`src/logic/core_cfg.svh`:
```
`ifndef CORE_CFG_SVH
`define CORE_CFG_SVH

`define CORE_COLUMNS      4     // neurons
`define CORE_ROWS         8     // weights per neuron, input vector length
`define CORE_WEIGHT_BITS  8

// two delta bits per column, also carries a set value or an input vector
`define CORE_DATA_BITS    (2*`CORE_COLUMNS)

`endif

```
`src/logic/neuron_pkg.sv`:
```
`include "core_cfg.svh"

package neuron_pkg;
    localparam int COL_BITS = $clog2(`CORE_COLUMNS);
    localparam int ROW_BITS = $clog2(`CORE_ROWS);

    typedef logic signed [`CORE_WEIGHT_BITS-1:0] weight_t;
    typedef logic [COL_BITS-1:0] col_t;
    typedef logic [ROW_BITS-1:0] row_t;
    typedef logic signed [`CORE_WEIGHT_BITS+ROW_BITS-1:0] score_t;   // room for ROWS weights

    typedef struct packed {
        logic is_increment;
        col_t col;
        row_t row;
    } wm_inst_t;
endpackage

```
`src/logic/cmd_pkg.sv`:
```
`include "core_cfg.svh"

package cmd_pkg;
    typedef enum logic [1:0] {
        SET  = 2'd0,
        INC  = 2'd1,
        READ = 2'd2,
        EVAL = 2'd3
    } opcode_e;

    // host command, data meaning depends on op
    typedef struct packed {
        opcode_e                    op;
        neuron_pkg::col_t           col;
        neuron_pkg::row_t           row;
        logic [`CORE_DATA_BITS-1:0] data;
    } cmd_t;

    // weight or winning score, with column
    typedef struct packed {
        neuron_pkg::score_t value;
        neuron_pkg::col_t   index;
    } rsp_t;
endpackage

```
`src/logic/weight_if.sv`:
```
`include "core_cfg.svh"

interface weight_if;
    logic [`CORE_DATA_BITS-1:0] data;       // deltas or set value
    neuron_pkg::wm_inst_t       inst;
    logic                       exec;       // one pulse per write
    neuron_pkg::weight_t        read_reg;   // addressed weight

    modport control (
        output data,
        output inst,
        output exec,
        input  read_reg
    );

    modport store (
        input  data,
        input  inst,
        input  exec,
        output read_reg
    );
endinterface

```
`src/logic/weight_manager.sv`:
```
`include "core_cfg.svh"

module weight_manager (
    input  logic                clk,
    input  logic                rstb,
    weight_if.store             wm,
    output neuron_pkg::weight_t weights [`CORE_COLUMNS-1:0][`CORE_ROWS-1:0]
);
    typedef enum logic {
        READY,
        HALT
    } wm_state_e;

    wm_state_e           state;
    logic                is_increment;
    neuron_pkg::col_t    col_addr;
    neuron_pkg::row_t    row_addr;
    neuron_pkg::weight_t delta        [`CORE_COLUMNS-1:0];
    neuron_pkg::weight_t next_weights [`CORE_COLUMNS-1:0];

    // ~~~~~~~~~~~~~~~~~~~~~~~~~~~~~~~~~~~~~~~~~~~~~~~~~~~~~~~~~~~
    // instruction decode
    // ~~~~~~~~~~~~~~~~~~~~~~~~~~~~~~~~~~~~~~~~~~~~~~~~~~~~~~~~~~~
    assign is_increment = wm.inst.is_increment;
    assign col_addr     = wm.inst.col;
    assign row_addr     = wm.inst.row;

    assign wm.read_reg  = weights[col_addr][row_addr];

    // new value for each column of the addressed row
    always_comb begin
        for (int c = 0; c < `CORE_COLUMNS; c++) begin
            delta[c] = neuron_pkg::weight_t'($signed(wm.data[2*c +: 2]));  // sign extend
            if (is_increment) begin
                next_weights[c] = weights[c][row_addr] + delta[c];    // wraps
            end else if (neuron_pkg::col_t'(c) == col_addr) begin
                next_weights[c] = wm.data[`CORE_WEIGHT_BITS-1:0];
            end else begin
                next_weights[c] = weights[c][row_addr];
            end
        end
    end

    // ~~~~~~~~~~~~~~~~~~~~~~~~~~~~~~~~~~~~~~~~~~~~~~~~~~~~~~~~~~~
    // one write per exec pulse
    // ~~~~~~~~~~~~~~~~~~~~~~~~~~~~~~~~~~~~~~~~~~~~~~~~~~~~~~~~~~~
    always_ff @(posedge clk or negedge rstb) begin
        if (!rstb) begin
            state <= READY;
            for (int c = 0; c < `CORE_COLUMNS; c++) begin
                for (int r = 0; r < `CORE_ROWS; r++) begin
                    weights[c][r] <= '0;
                end
            end
        end else begin
            case (state)
                READY: begin
                    if (wm.exec) begin
                        for (int c = 0; c < `CORE_COLUMNS; c++) begin
                            weights[c][row_addr] <= next_weights[c];
                        end
                        state <= HALT;
                    end
                end
                HALT: begin
                    if (!wm.exec) begin
                        state <= READY;     // wait for exec to drop
                    end
                end
                default: state <= READY;
            endcase
        end
    end

endmodule

```
`src/logic/reg_slice.sv`:
```
module reg_slice #(
    parameter type payload_t = logic
) (
    input  logic     clk,
    input  logic     rstb,

    input  logic     in_valid,
    output logic     in_ready,
    input  payload_t in_data,

    output logic     out_valid,
    input  logic     out_ready,
    output payload_t out_data
);

    // empty, or the entry leaves this cycle
    assign in_ready = !out_valid || out_ready;

    always_ff @(posedge clk or negedge rstb) begin
        if (!rstb) begin
            out_valid <= 1'b0;
        end else if (in_ready) begin
            out_valid <= in_valid;
        end
    end

    always_ff @(posedge clk) begin
        if (in_valid && in_ready) begin
            out_data <= in_data;
        end
    end

endmodule

```
`src/logic/core_control.sv`:
```
`include "core_cfg.svh"

module core_control (
    input  logic                   clk,
    input  logic                   rstb,

    input  logic                   cmd_valid,
    output logic                   cmd_ready,
    input  cmd_pkg::cmd_t          cmd,

    output logic                   rsp_valid,
    input  logic                   rsp_ready,
    output cmd_pkg::rsp_t          rsp,

    weight_if.control              wm,

    output logic                   eval_start,
    output logic [`CORE_ROWS-1:0]  eval_inputs,
    input  logic                   eval_done,
    input  neuron_pkg::score_t     eval_score,
    input  neuron_pkg::col_t       eval_col
);
    typedef enum logic [2:0] {
        IDLE,
        EXEC,
        SETTLE,
        EVAL_WAIT,
        RESPOND
    } ctl_state_e;

    ctl_state_e                 state;
    logic                       take;
    cmd_pkg::opcode_e           op_q;
    neuron_pkg::wm_inst_t       inst_q;
    logic [`CORE_DATA_BITS-1:0] data_q;
    cmd_pkg::rsp_t              rsp_q;

    assign cmd_ready = (state == IDLE);
    assign take      = cmd_valid && cmd_ready;

    assign rsp_valid = (state == RESPOND);
    assign rsp       = rsp_q;

    assign wm.inst   = inst_q;
    assign wm.data   = data_q;
    assign wm.exec   = (state == EXEC) && (op_q != cmd_pkg::READ);  // read only settles

    assign eval_inputs = data_q[`CORE_ROWS-1:0];

    // ~~~~~~~~~~~~~~~~~~~~~~~~~~~~~~~~~~~~~~~~~~~~~~~~~~~~~~~~~~~
    // sequencer
    // ~~~~~~~~~~~~~~~~~~~~~~~~~~~~~~~~~~~~~~~~~~~~~~~~~~~~~~~~~~~
    always_ff @(posedge clk or negedge rstb) begin
        if (!rstb) begin
            state      <= IDLE;
            eval_start <= 1'b0;
        end else begin
            eval_start <= 1'b0;
            case (state)
                IDLE: begin
                    if (take) begin
                        if (cmd.op == cmd_pkg::EVAL) begin
                            state      <= EVAL_WAIT;
                            eval_start <= 1'b1;
                        end else begin
                            state <= EXEC;
                        end
                    end
                end
                EXEC:      state <= SETTLE;     // store goes back to ready here
                SETTLE:    state <= RESPOND;
                EVAL_WAIT: begin
                    if (eval_done) begin
                        state <= RESPOND;
                    end
                end
                RESPOND: begin
                    if (rsp_ready) begin
                        state <= IDLE;
                    end
                end
                default:   state <= IDLE;
            endcase
        end
    end

    // command latch and response capture
    always_ff @(posedge clk) begin
        if (take) begin
            op_q                <= cmd.op;
            inst_q.is_increment <= (cmd.op == cmd_pkg::INC);
            inst_q.col          <= cmd.col;
            inst_q.row          <= cmd.row;
            data_q              <= cmd.data;
        end
        if (state == SETTLE) begin
            rsp_q.value <= neuron_pkg::score_t'(wm.read_reg);   // post-write weight
            rsp_q.index <= inst_q.col;
        end else if (state == EVAL_WAIT && eval_done) begin
            rsp_q.value <= eval_score;
            rsp_q.index <= eval_col;
        end
    end

endmodule

```
`src/logic/evidence_accumulator.sv`:
```
`include "core_cfg.svh"

module evidence_accumulator (
    input  logic                  clk,
    input  logic                  rstb,
    input  neuron_pkg::weight_t   weights [`CORE_COLUMNS-1:0][`CORE_ROWS-1:0],
    input  logic                  start,
    input  logic [`CORE_ROWS-1:0] inputs,
    output logic                  done,
    output neuron_pkg::score_t    best_score,
    output neuron_pkg::col_t      best_col
);
    logic                  busy;
    neuron_pkg::row_t      row;
    logic [`CORE_ROWS-1:0] in_bits;
    neuron_pkg::score_t    score [`CORE_COLUMNS-1:0];

    // ~~~~~~~~~~~~~~~~~~~~~~~~~~~~~~~~~~~~~~~~~~~~~~~~~~~~~~~~~~~
    // row walk, one row per cycle
    // ~~~~~~~~~~~~~~~~~~~~~~~~~~~~~~~~~~~~~~~~~~~~~~~~~~~~~~~~~~~
    always_ff @(posedge clk or negedge rstb) begin
        if (!rstb) begin
            busy <= 1'b0;
            row  <= '0;
            done <= 1'b0;
        end else begin
            done <= 1'b0;
            if (start) begin
                busy <= 1'b1;
                row  <= '0;
            end else if (busy) begin
                row <= row + 1'b1;
                if (row == neuron_pkg::row_t'(`CORE_ROWS-1)) begin
                    busy <= 1'b0;
                    done <= 1'b1;   // scores final from here
                end
            end
        end
    end

    always_ff @(posedge clk) begin
        if (start) begin
            in_bits <= inputs;
            for (int c = 0; c < `CORE_COLUMNS; c++) begin
                score[c] <= '0;
            end
        end else if (busy && in_bits[row]) begin
            for (int c = 0; c < `CORE_COLUMNS; c++) begin
                score[c] <= score[c] + neuron_pkg::score_t'(weights[c][row]);
            end
        end
    end

    // strict compare keeps the lowest index on a tie
    always_comb begin
        best_score = score[0];
        best_col   = '0;
        for (int c = 1; c < `CORE_COLUMNS; c++) begin
            if (score[c] > best_score) begin
                best_score = score[c];
                best_col   = neuron_pkg::col_t'(c);
            end
        end
    end

endmodule

```
`src/logic/learning_core.sv`:
```
`include "core_cfg.svh"

module learning_core (
    input  logic                       clk,
    input  logic                       rstb,

    input  logic                       cmd_valid,
    output logic                       cmd_ready,
    input  cmd_pkg::opcode_e           cmd_op,
    input  neuron_pkg::col_t           cmd_col,
    input  neuron_pkg::row_t           cmd_row,
    input  logic [`CORE_DATA_BITS-1:0] cmd_data,

    output logic                       rsp_valid,
    input  logic                       rsp_ready,
    output neuron_pkg::score_t         rsp_value,
    output neuron_pkg::col_t           rsp_index
);
    cmd_pkg::cmd_t         cmd_in;
    cmd_pkg::cmd_t         ctl_cmd;
    logic                  ctl_cmd_valid;
    logic                  ctl_cmd_ready;

    cmd_pkg::rsp_t         ctl_rsp;
    cmd_pkg::rsp_t         rsp_out;
    logic                  ctl_rsp_valid;
    logic                  ctl_rsp_ready;

    neuron_pkg::weight_t   weights [`CORE_COLUMNS-1:0][`CORE_ROWS-1:0];
    logic                  eval_start;
    logic [`CORE_ROWS-1:0] eval_inputs;
    logic                  eval_done;
    neuron_pkg::score_t    eval_score;
    neuron_pkg::col_t      eval_col;

    weight_if wm_bus ();

    assign cmd_in    = '{op: cmd_op, col: cmd_col, row: cmd_row, data: cmd_data};
    assign rsp_value = rsp_out.value;
    assign rsp_index = rsp_out.index;

    // ~~~~~~~~~~~~~~~~~~~~~~~~~~~~~~~~~~~~~~~~~~~~~~~~~~~~~~~~~~~
    // command path
    // ~~~~~~~~~~~~~~~~~~~~~~~~~~~~~~~~~~~~~~~~~~~~~~~~~~~~~~~~~~~
    reg_slice #(.payload_t(cmd_pkg::cmd_t)) cmd_stage (
        .clk(clk), .rstb(rstb),
        .in_valid(cmd_valid), .in_ready(cmd_ready), .in_data(cmd_in),
        .out_valid(ctl_cmd_valid), .out_ready(ctl_cmd_ready), .out_data(ctl_cmd)
    );

    core_control u_control (
        .clk(clk), .rstb(rstb),
        .cmd_valid(ctl_cmd_valid), .cmd_ready(ctl_cmd_ready), .cmd(ctl_cmd),
        .rsp_valid(ctl_rsp_valid), .rsp_ready(ctl_rsp_ready), .rsp(ctl_rsp),
        .wm(wm_bus),
        .eval_start(eval_start), .eval_inputs(eval_inputs), .eval_done(eval_done),
        .eval_score(eval_score), .eval_col(eval_col)
    );

    weight_manager u_weights (.clk(clk), .rstb(rstb), .wm(wm_bus), .weights(weights));

    evidence_accumulator u_eval (
        .clk(clk), .rstb(rstb), .weights(weights),
        .start(eval_start), .inputs(eval_inputs), .done(eval_done),
        .best_score(eval_score), .best_col(eval_col)
    );

    // response path
    reg_slice #(.payload_t(cmd_pkg::rsp_t)) rsp_stage (
        .clk(clk), .rstb(rstb),
        .in_valid(ctl_rsp_valid), .in_ready(ctl_rsp_ready), .in_data(ctl_rsp),
        .out_valid(rsp_valid), .out_ready(rsp_ready), .out_data(rsp_out)
    );

endmodule

```
`config.mk`:
```
export PLATFORM = sky130hd
export DESIGN_NAME = learning_core
export DESIGN_NICKNAME = d
export VERILOG_FILES = /design/src/logic/neuron_pkg.sv /design/src/logic/cmd_pkg.sv /design/src/logic/weight_if.sv /design/src/logic/weight_manager.sv /design/src/logic/reg_slice.sv /design/src/logic/core_control.sv /design/src/logic/evidence_accumulator.sv /design/src/logic/learning_core.sv
export VERILOG_INCLUDE_DIRS = /design/src /design/src/logic
export SDC_FILE = /design/constraint.sdc
export NUM_CORES = 1
export LEC_CHECK = 0
export CORE_ASPECT_RATIO = 1.75
export CORE_MARGIN = 2
export CORE_UTILIZATION = 55
export DETAILED_ROUTE_END_ITERATION = 12
export DONT_BUFFER_PORTS = 1
export PLACE_DENSITY = 0.73
export SYNTH_ARGS = -nofsm -noshare
export SYNTH_HDL_FRONTEND = slang
export SYNTH_SLANG_ARGS = --single-unit
export TNS_END_PERCENT = 30
```
`constraint.sdc`:
```
create_clock -name clk -period 13.64 [get_ports clk]
set_clock_uncertainty 0.15 [all_clocks]
set_input_delay 1.364 -clock clk [delete_from_list [all_inputs] [get_ports clk]]
set_output_delay 1.364 -clock clk [all_outputs]
set_load 0.1 [all_outputs]
```
=== Word-level counts from Yosys, hierarchy flattened ===
Memory sizes are Yosys's and may differ from the RTL's.
Cells that the tools add are included.

* $add $sub $neg: 9
* $mul: 0
* Divide/modulo/power cells: 0
* Order comparisons: 7
* Equal/unequal tests: 14
* Shift-type cells: 0
* Multiplexer cells: 70
* Bitwise operators: 5
* Reductions and logical operators: 17

{| class="wikitable"
|+ Operators with widths
! operator !! count
|-
| bitwise mux 64 bit || 4
|-
| binary-select mux 8 bit (select 3 bit) || 9
|-
| 2-to-1 mux 8 bit || 18
|-
| binary-select mux 64 bit (select 2 bit) || 1
|-
| 2-to-1 mux 11 bit || 7
|-
| 2-to-1 mux 64 bit || 1
|-
| adder 11 x 8 -> 11 bit || 4
|-
| greater-than comparator 11 bit || 3
|-
| adder 8 x 2 -> 8 bit || 4
|-
| 2-to-1 mux 13 bit || 2
|-
| demux 8 bit (select 3 bit) || 1
|-
| 2-to-1 mux 1 bit || 17
|-
| 2-to-1 mux 3 bit || 5
|-
| case mux 3 bit (5 select lines) || 1
|-
| less-than comparator 3 x 4 -> 1 bit, second input constant || 2
|-
| logical AND 1 bit || 7
|-
| == test 3 x 2 -> 1 bit, second input constant || 2
|-
| == test 3 bit, second input constant || 2
|-
| 2-to-1 mux 2 bit || 3
|-
| == test 2 bit, first input constant || 2
|-
| inequality test 2 x 1 -> 1 bit, second input constant || 2
|-
| inequality test 2 bit, second input constant || 2
|-
| bitwise OR 1 bit || 4
|-
| nonzero test 2 bit || 2
|-
| other kinds (15) || 17
|}

* Bits in registers: 333
* Latch bits: 0
* Bits in writable memories: 44
* ROM bits: 0
* Output and inout port bits: 15
* Logic and storage cells: 177
* Memories: 1

{| class="wikitable"
|+ Memory list
! memory !! words !! width !! rd ports !! clocked after Yosys merged registers in !! wr ports !! line !! source
|-
| u_eval.score || 4 || 11 || 4 || 0 || 4 || evidence_accumulator.sv:16 || <nowiki>neuron_pkg::score_t score [`CORE_COLUMNS-1:0];</nowiki>
|}

=== Longest topological paths before layout ===
An unclocked memory read counts as a cell.

* Depth after elaboration: 9
* Depth in mapped cells: 32

=== By module ===
From an unflattened synthesis, not the netlist that was laid out.

* Cells, all modules: 2053
* Area total of the unflattened synthesis: 24337.1 um2

{| class="wikitable"
|+ By module, submodules not included
! module !! times used !! cells each !! area each (um2) !! sequential area each (um2)
|-
| weight_manager || 1 || 1300 || 15238.4 || 6431.2
|-
| evidence_accumulator || 1 || 640 || 6754.0 || 1686.6
|-
| core_control || 1 || 77 || 1396.3 || 970.9
|-
| reg_slice at cmd_stage || 1 || 19 || 504.2 || 475.5
|-
| reg_slice at rsp_stage || 1 || 17 || 444.2 || 415.4
|}

=== Least setup slack after synthesis ===
OpenSTA, ideal clock, no wires.

* Kind: register to register
* From: memory u_eval.score[1][10] (netlist name)
* To: register u_control.rsp_q (netlist bit u_control.rsp[10]) (data pin)
* Setup time: 0.264 ns
* Arrival time: 6.058 ns
* Required time: 13.226 ns
* Setup slack: 7.168 ns
* Stages on the path, launching flop included: 31
* Buffers on the path: 5
* Period minus slack after synthesis: 6.472 ns
* Cells stage by stage: edfxtp_1 -> ha_1 -> buf_4 -> and4_1 -> a2111oi_4 -> a21oi_1 -> clkbuf_1 -> o21ai_0 -> inv_1 -> ha_1 -> a21o_1 -> a21o_1 -> a21oi_1 -> nand3b_1 -> or2_2 -> o311a_1 -> buf_6 -> nand2_2 -> buf_6 -> o21ai_1 -> ha_1 -> nor2b_1 -> o21a_1 -> o21a_1 -> o21ai_0 -> nand2b_1 -> a211oi_1 -> o21ai_0 -> clkbuf_1 -> a211oi_1 -> nor3_2

{| class="wikitable"
|+ RTL lines
! element !! line !! source
|-
| start: declaration || evidence_accumulator.sv:16 ||
|-
| end: declaration || core_control.sv:36 || <nowiki>cmd_pkg::rsp_t rsp_q;</nowiki>
|}

==> results.py <==
metrics = {
    "die": {
        "core_area_um2": 42420,
        "die_h_um": 278.2,
        "die_width_um": 160.7,
        "dieArea_um2": 44710,
        "ios": 34,
        "start_util_pct": 55.71,
        "fp-row-count": 100,
    },
    "detailed_routing": {
        "wl_per_cell_um": 25.78,
        "post-route-drc-count": 0,
        "wl_um": 70810,
        "antenna_left": 0,
        "vias_per_cell": 6.707,
        "via_count": 18420,
        "dr.pass1.iters": 6,
        "drtIter0Drc": 1901,
    },
    "clock_network": {
        "path_clk_slew_ns": 0.07,
        "clk_path_buf_depth": 3,
        "cts_tree": "done",
        "hold_buffers": 0,
        "htreeDepth": 2,
        "cts_setup_buffers": 0,
        "insertion_delay_ns": 0.56,
        "cts_made_buffers": 37,
        "cts-resized-gates": 0,
        "clock-sinks": 377,
        "clockRootBuffer": "clkbuf_16",
    },
    "worst_setup_path": {
        "worstPathMaxFanout": 18,
        "slowest_delay_ns": 0.87,
        "required_ns": 13.77,
        "cp-end-kind": "register",
        "r2r_cells": 27,
        "critPathBufInv": 1,
        "cp-start-kind": "register",
        "cp.depth": 27,
        "crit_top_cell": "o21ai_0",
        "criticalPathCategory": "register to register",
        "slowest_stage": "a21oi_1",
        "arrival_ns": 8.16,
        "critPathTopFamily": "compound AO/OA/AOI/OAI gates",
    },
    "timing": {
        "max_freq_mhz": 124.6,
        "tns_ns": 0,
        "rsz0062_at_grt": "no",
        "final.min_clock_period_ns": 8.025,
        "fin_hold_ws_ns": 0.2654,
        "timing.final.ws_setup_ns": 5.615,
        "setup_viol_count_final": 0,
        "hold_violations": 0,
        "worst_slew_pin_slew_ns": 1.295,
        "drv_slew": 0,
        "finalCritPeriodShare_pct": 58.84,
        "maxSlewHeadroom_pct": 13.09,
    },
    "synthesis": {
        "synth_cells": 2240,
        "synth-edff-count": 109,
        "ys_warn_count": 0,
        "synthFlopType": "dfrtp_1",
        "ys_ff_latch": 377,
        "synth_nets": 2368,
        "async_flop_share_pct": 71.09,
        "syn_area_um2": 23630,
        "avgSynthCellArea_um2": 10.55,
        "synthDistinctLibCells": 78,
        "synth_top_cell_by_area": "dfrtp_1",
        "synthTopCellsByArea": "dfrtp_1, mux4_2, edfxtp_1",
        "seq_area_frac_synth_pct": 42.23,
        "yosysTopAreaCellShare_pct": 28.38,
    },
    "global_routing": {
        "antenna_found_initial": 1,
        "grt_pass1_vias": 18840,
        "grt_max_degree": 269,
        "grt_use_total_pct": 31.97,
        "grt_pass1_wl_um": 108700,
        "grt-ovfl-total": 0,
    },
    "place": {
        "dp_hpwl_um": 47250,
        "place_congestion": 0.9298,
        "place_worst_setup_slack_ns": 5.796,
        "post_dp_cell_area_um2": 23980,
        "io_buffers": 0,
    },
    "cells_and_area": {
        "finalInstanceArea_um2": 25240,
        "diodes": 0,
        "drive_gt1_share_pct": 15.32,
        "final_cell_mix": "dfrtp_1, nor2_1, a21oi_1",
        "final_nets": 2286,
        "syn_to_final_growth_pct": 6.825,
        "final_common_cell": "dfrtp_1",
    },
    "hold_path": {
        "min_path_cells": 0,
        "min_path_type": "register to register",
    },
    "job": {
        "maxCapViolCount": 0,
    },
    "status": {
        "status": "finished, final reports clean",
    },
}
==> registers in the layout (all words and copies together), names as in the netlist, 2 cells and up <==
| register | cells |
|---|---|
| u_eval.in_bits | 8 |
| cmd_stage.out_data | 15 |
| u_control.eval_inputs | 8 |
| u_eval.row | 3 |
| u_control.op_q | 2 |
| u_weights.weights | 256 |
| u_control.rsp | 13 |
| u_control.state | 3 |
| rsp_stage.out_data | 13 |
| u_control.wm.inst | 6 |
| u_eval.score | 44 |
==> layer usage <==
metal,wire (µm),up-vias,global-route usage (%)
li1,-,8072,-
met1,23780,9071,34.90
met2,35510,923,54.69
met3,4865,355,5.410
met4,6637,2,25.69
met5,12,-,0
==> cells by family after synthesis <==
logic type,synth area share [%]
mux,20.10
xor+xnor,2.001
fa+ha+maj,6.025
flops,42.23
compound gates,15.21
simple gates,10.28
buf+inv,4.156
==> synthesized netlist by cell type (all sizes together), types with 22 or more instances <==
cell type	count
xnor2	41
nor2	249
mux2i	74
mux4	147
mux2	62
ha	101
nand2	206
o21ai	198
inv	94
a21o	22
clkbuf	77
buf	74
nor3	31
dfrtp	268
edfxtp	109
a21oi	228
a22oi	22
==> worst reg2reg max path, stage by stage (launching register included) <==
cell and delay (ns):
edfxtp_1 0.43, ha_1 0.54, nand4_2 0.26, a211oi_4 0.37, a2111oi_4 0.10, a21oi_1 0.87, o21ai_0 0.37, inv_1 0.15
ha_1 0.25, nor2b_1 0.13, o21ai_0 0.15, nand2b_1 0.08, a21o_1 0.21, a311oi_4 0.29, nor3_2 0.11, o311ai_4 0.67
o21ai_0 0.21, o21ai_1 0.12, ha_1 0.26, nor2b_1 0.13, o21a_1 0.16, o21a_1 0.15, o21ai_0 0.14, nand2b_1 0.07
a211oi_1 0.34, o21ai_1 0.49, a211oi_1 0.47, nor3_2 0.09
==> through the flow <==
| step | instances | utilization, % |
|---|---|---|
| 6_report | 2747 | 59.52 |
| 5_1_grt | 2747 | 59.52 |
| 4_1_cts | 2747 | 59.52 |
| 3_5_place_dp | 2680 | 56.54 |
| 3_3_place_gp | 2680 | 56.54 |
| 2_1_floorplan | 2240 | - |
==> final cells by class <==
cell class              instances  area, µm²
clock buffers                  51       1071
clock inverters                16      192.7
fillers                      3396      17170
inverters                      95      356.6
multi-input cells            1617      12710
flip-flops and latches        377       9986
well taps                     561      701.9
repair buffers                 30      225.2
==> path summary, 6_finish.rpt <==
check / slack (ns) / endpoint / startpoint
setup / recovery: 5.61 / u_control.rsp[9] / u_eval.score[1][10]
hold / removal: 0.27 / u_control.wm.inst[1] / cmd_stage.out_data[9]
setup reg to reg: 5.61 / u_control.rsp[9] / u_eval.score[1][10]
hold reg to reg: 0.27 / u_control.wm.inst[1] / cmd_stage.out_data[9]
max in group asynchronous: 12.22 / u_eval.row[0] / rstb
min in group asynchronous: 0.38 / u_weights.weights[7] / rstb
Power is not shown: default switching activity piles up to over one toggle a cycle in this logic, so the estimate is an artifact.
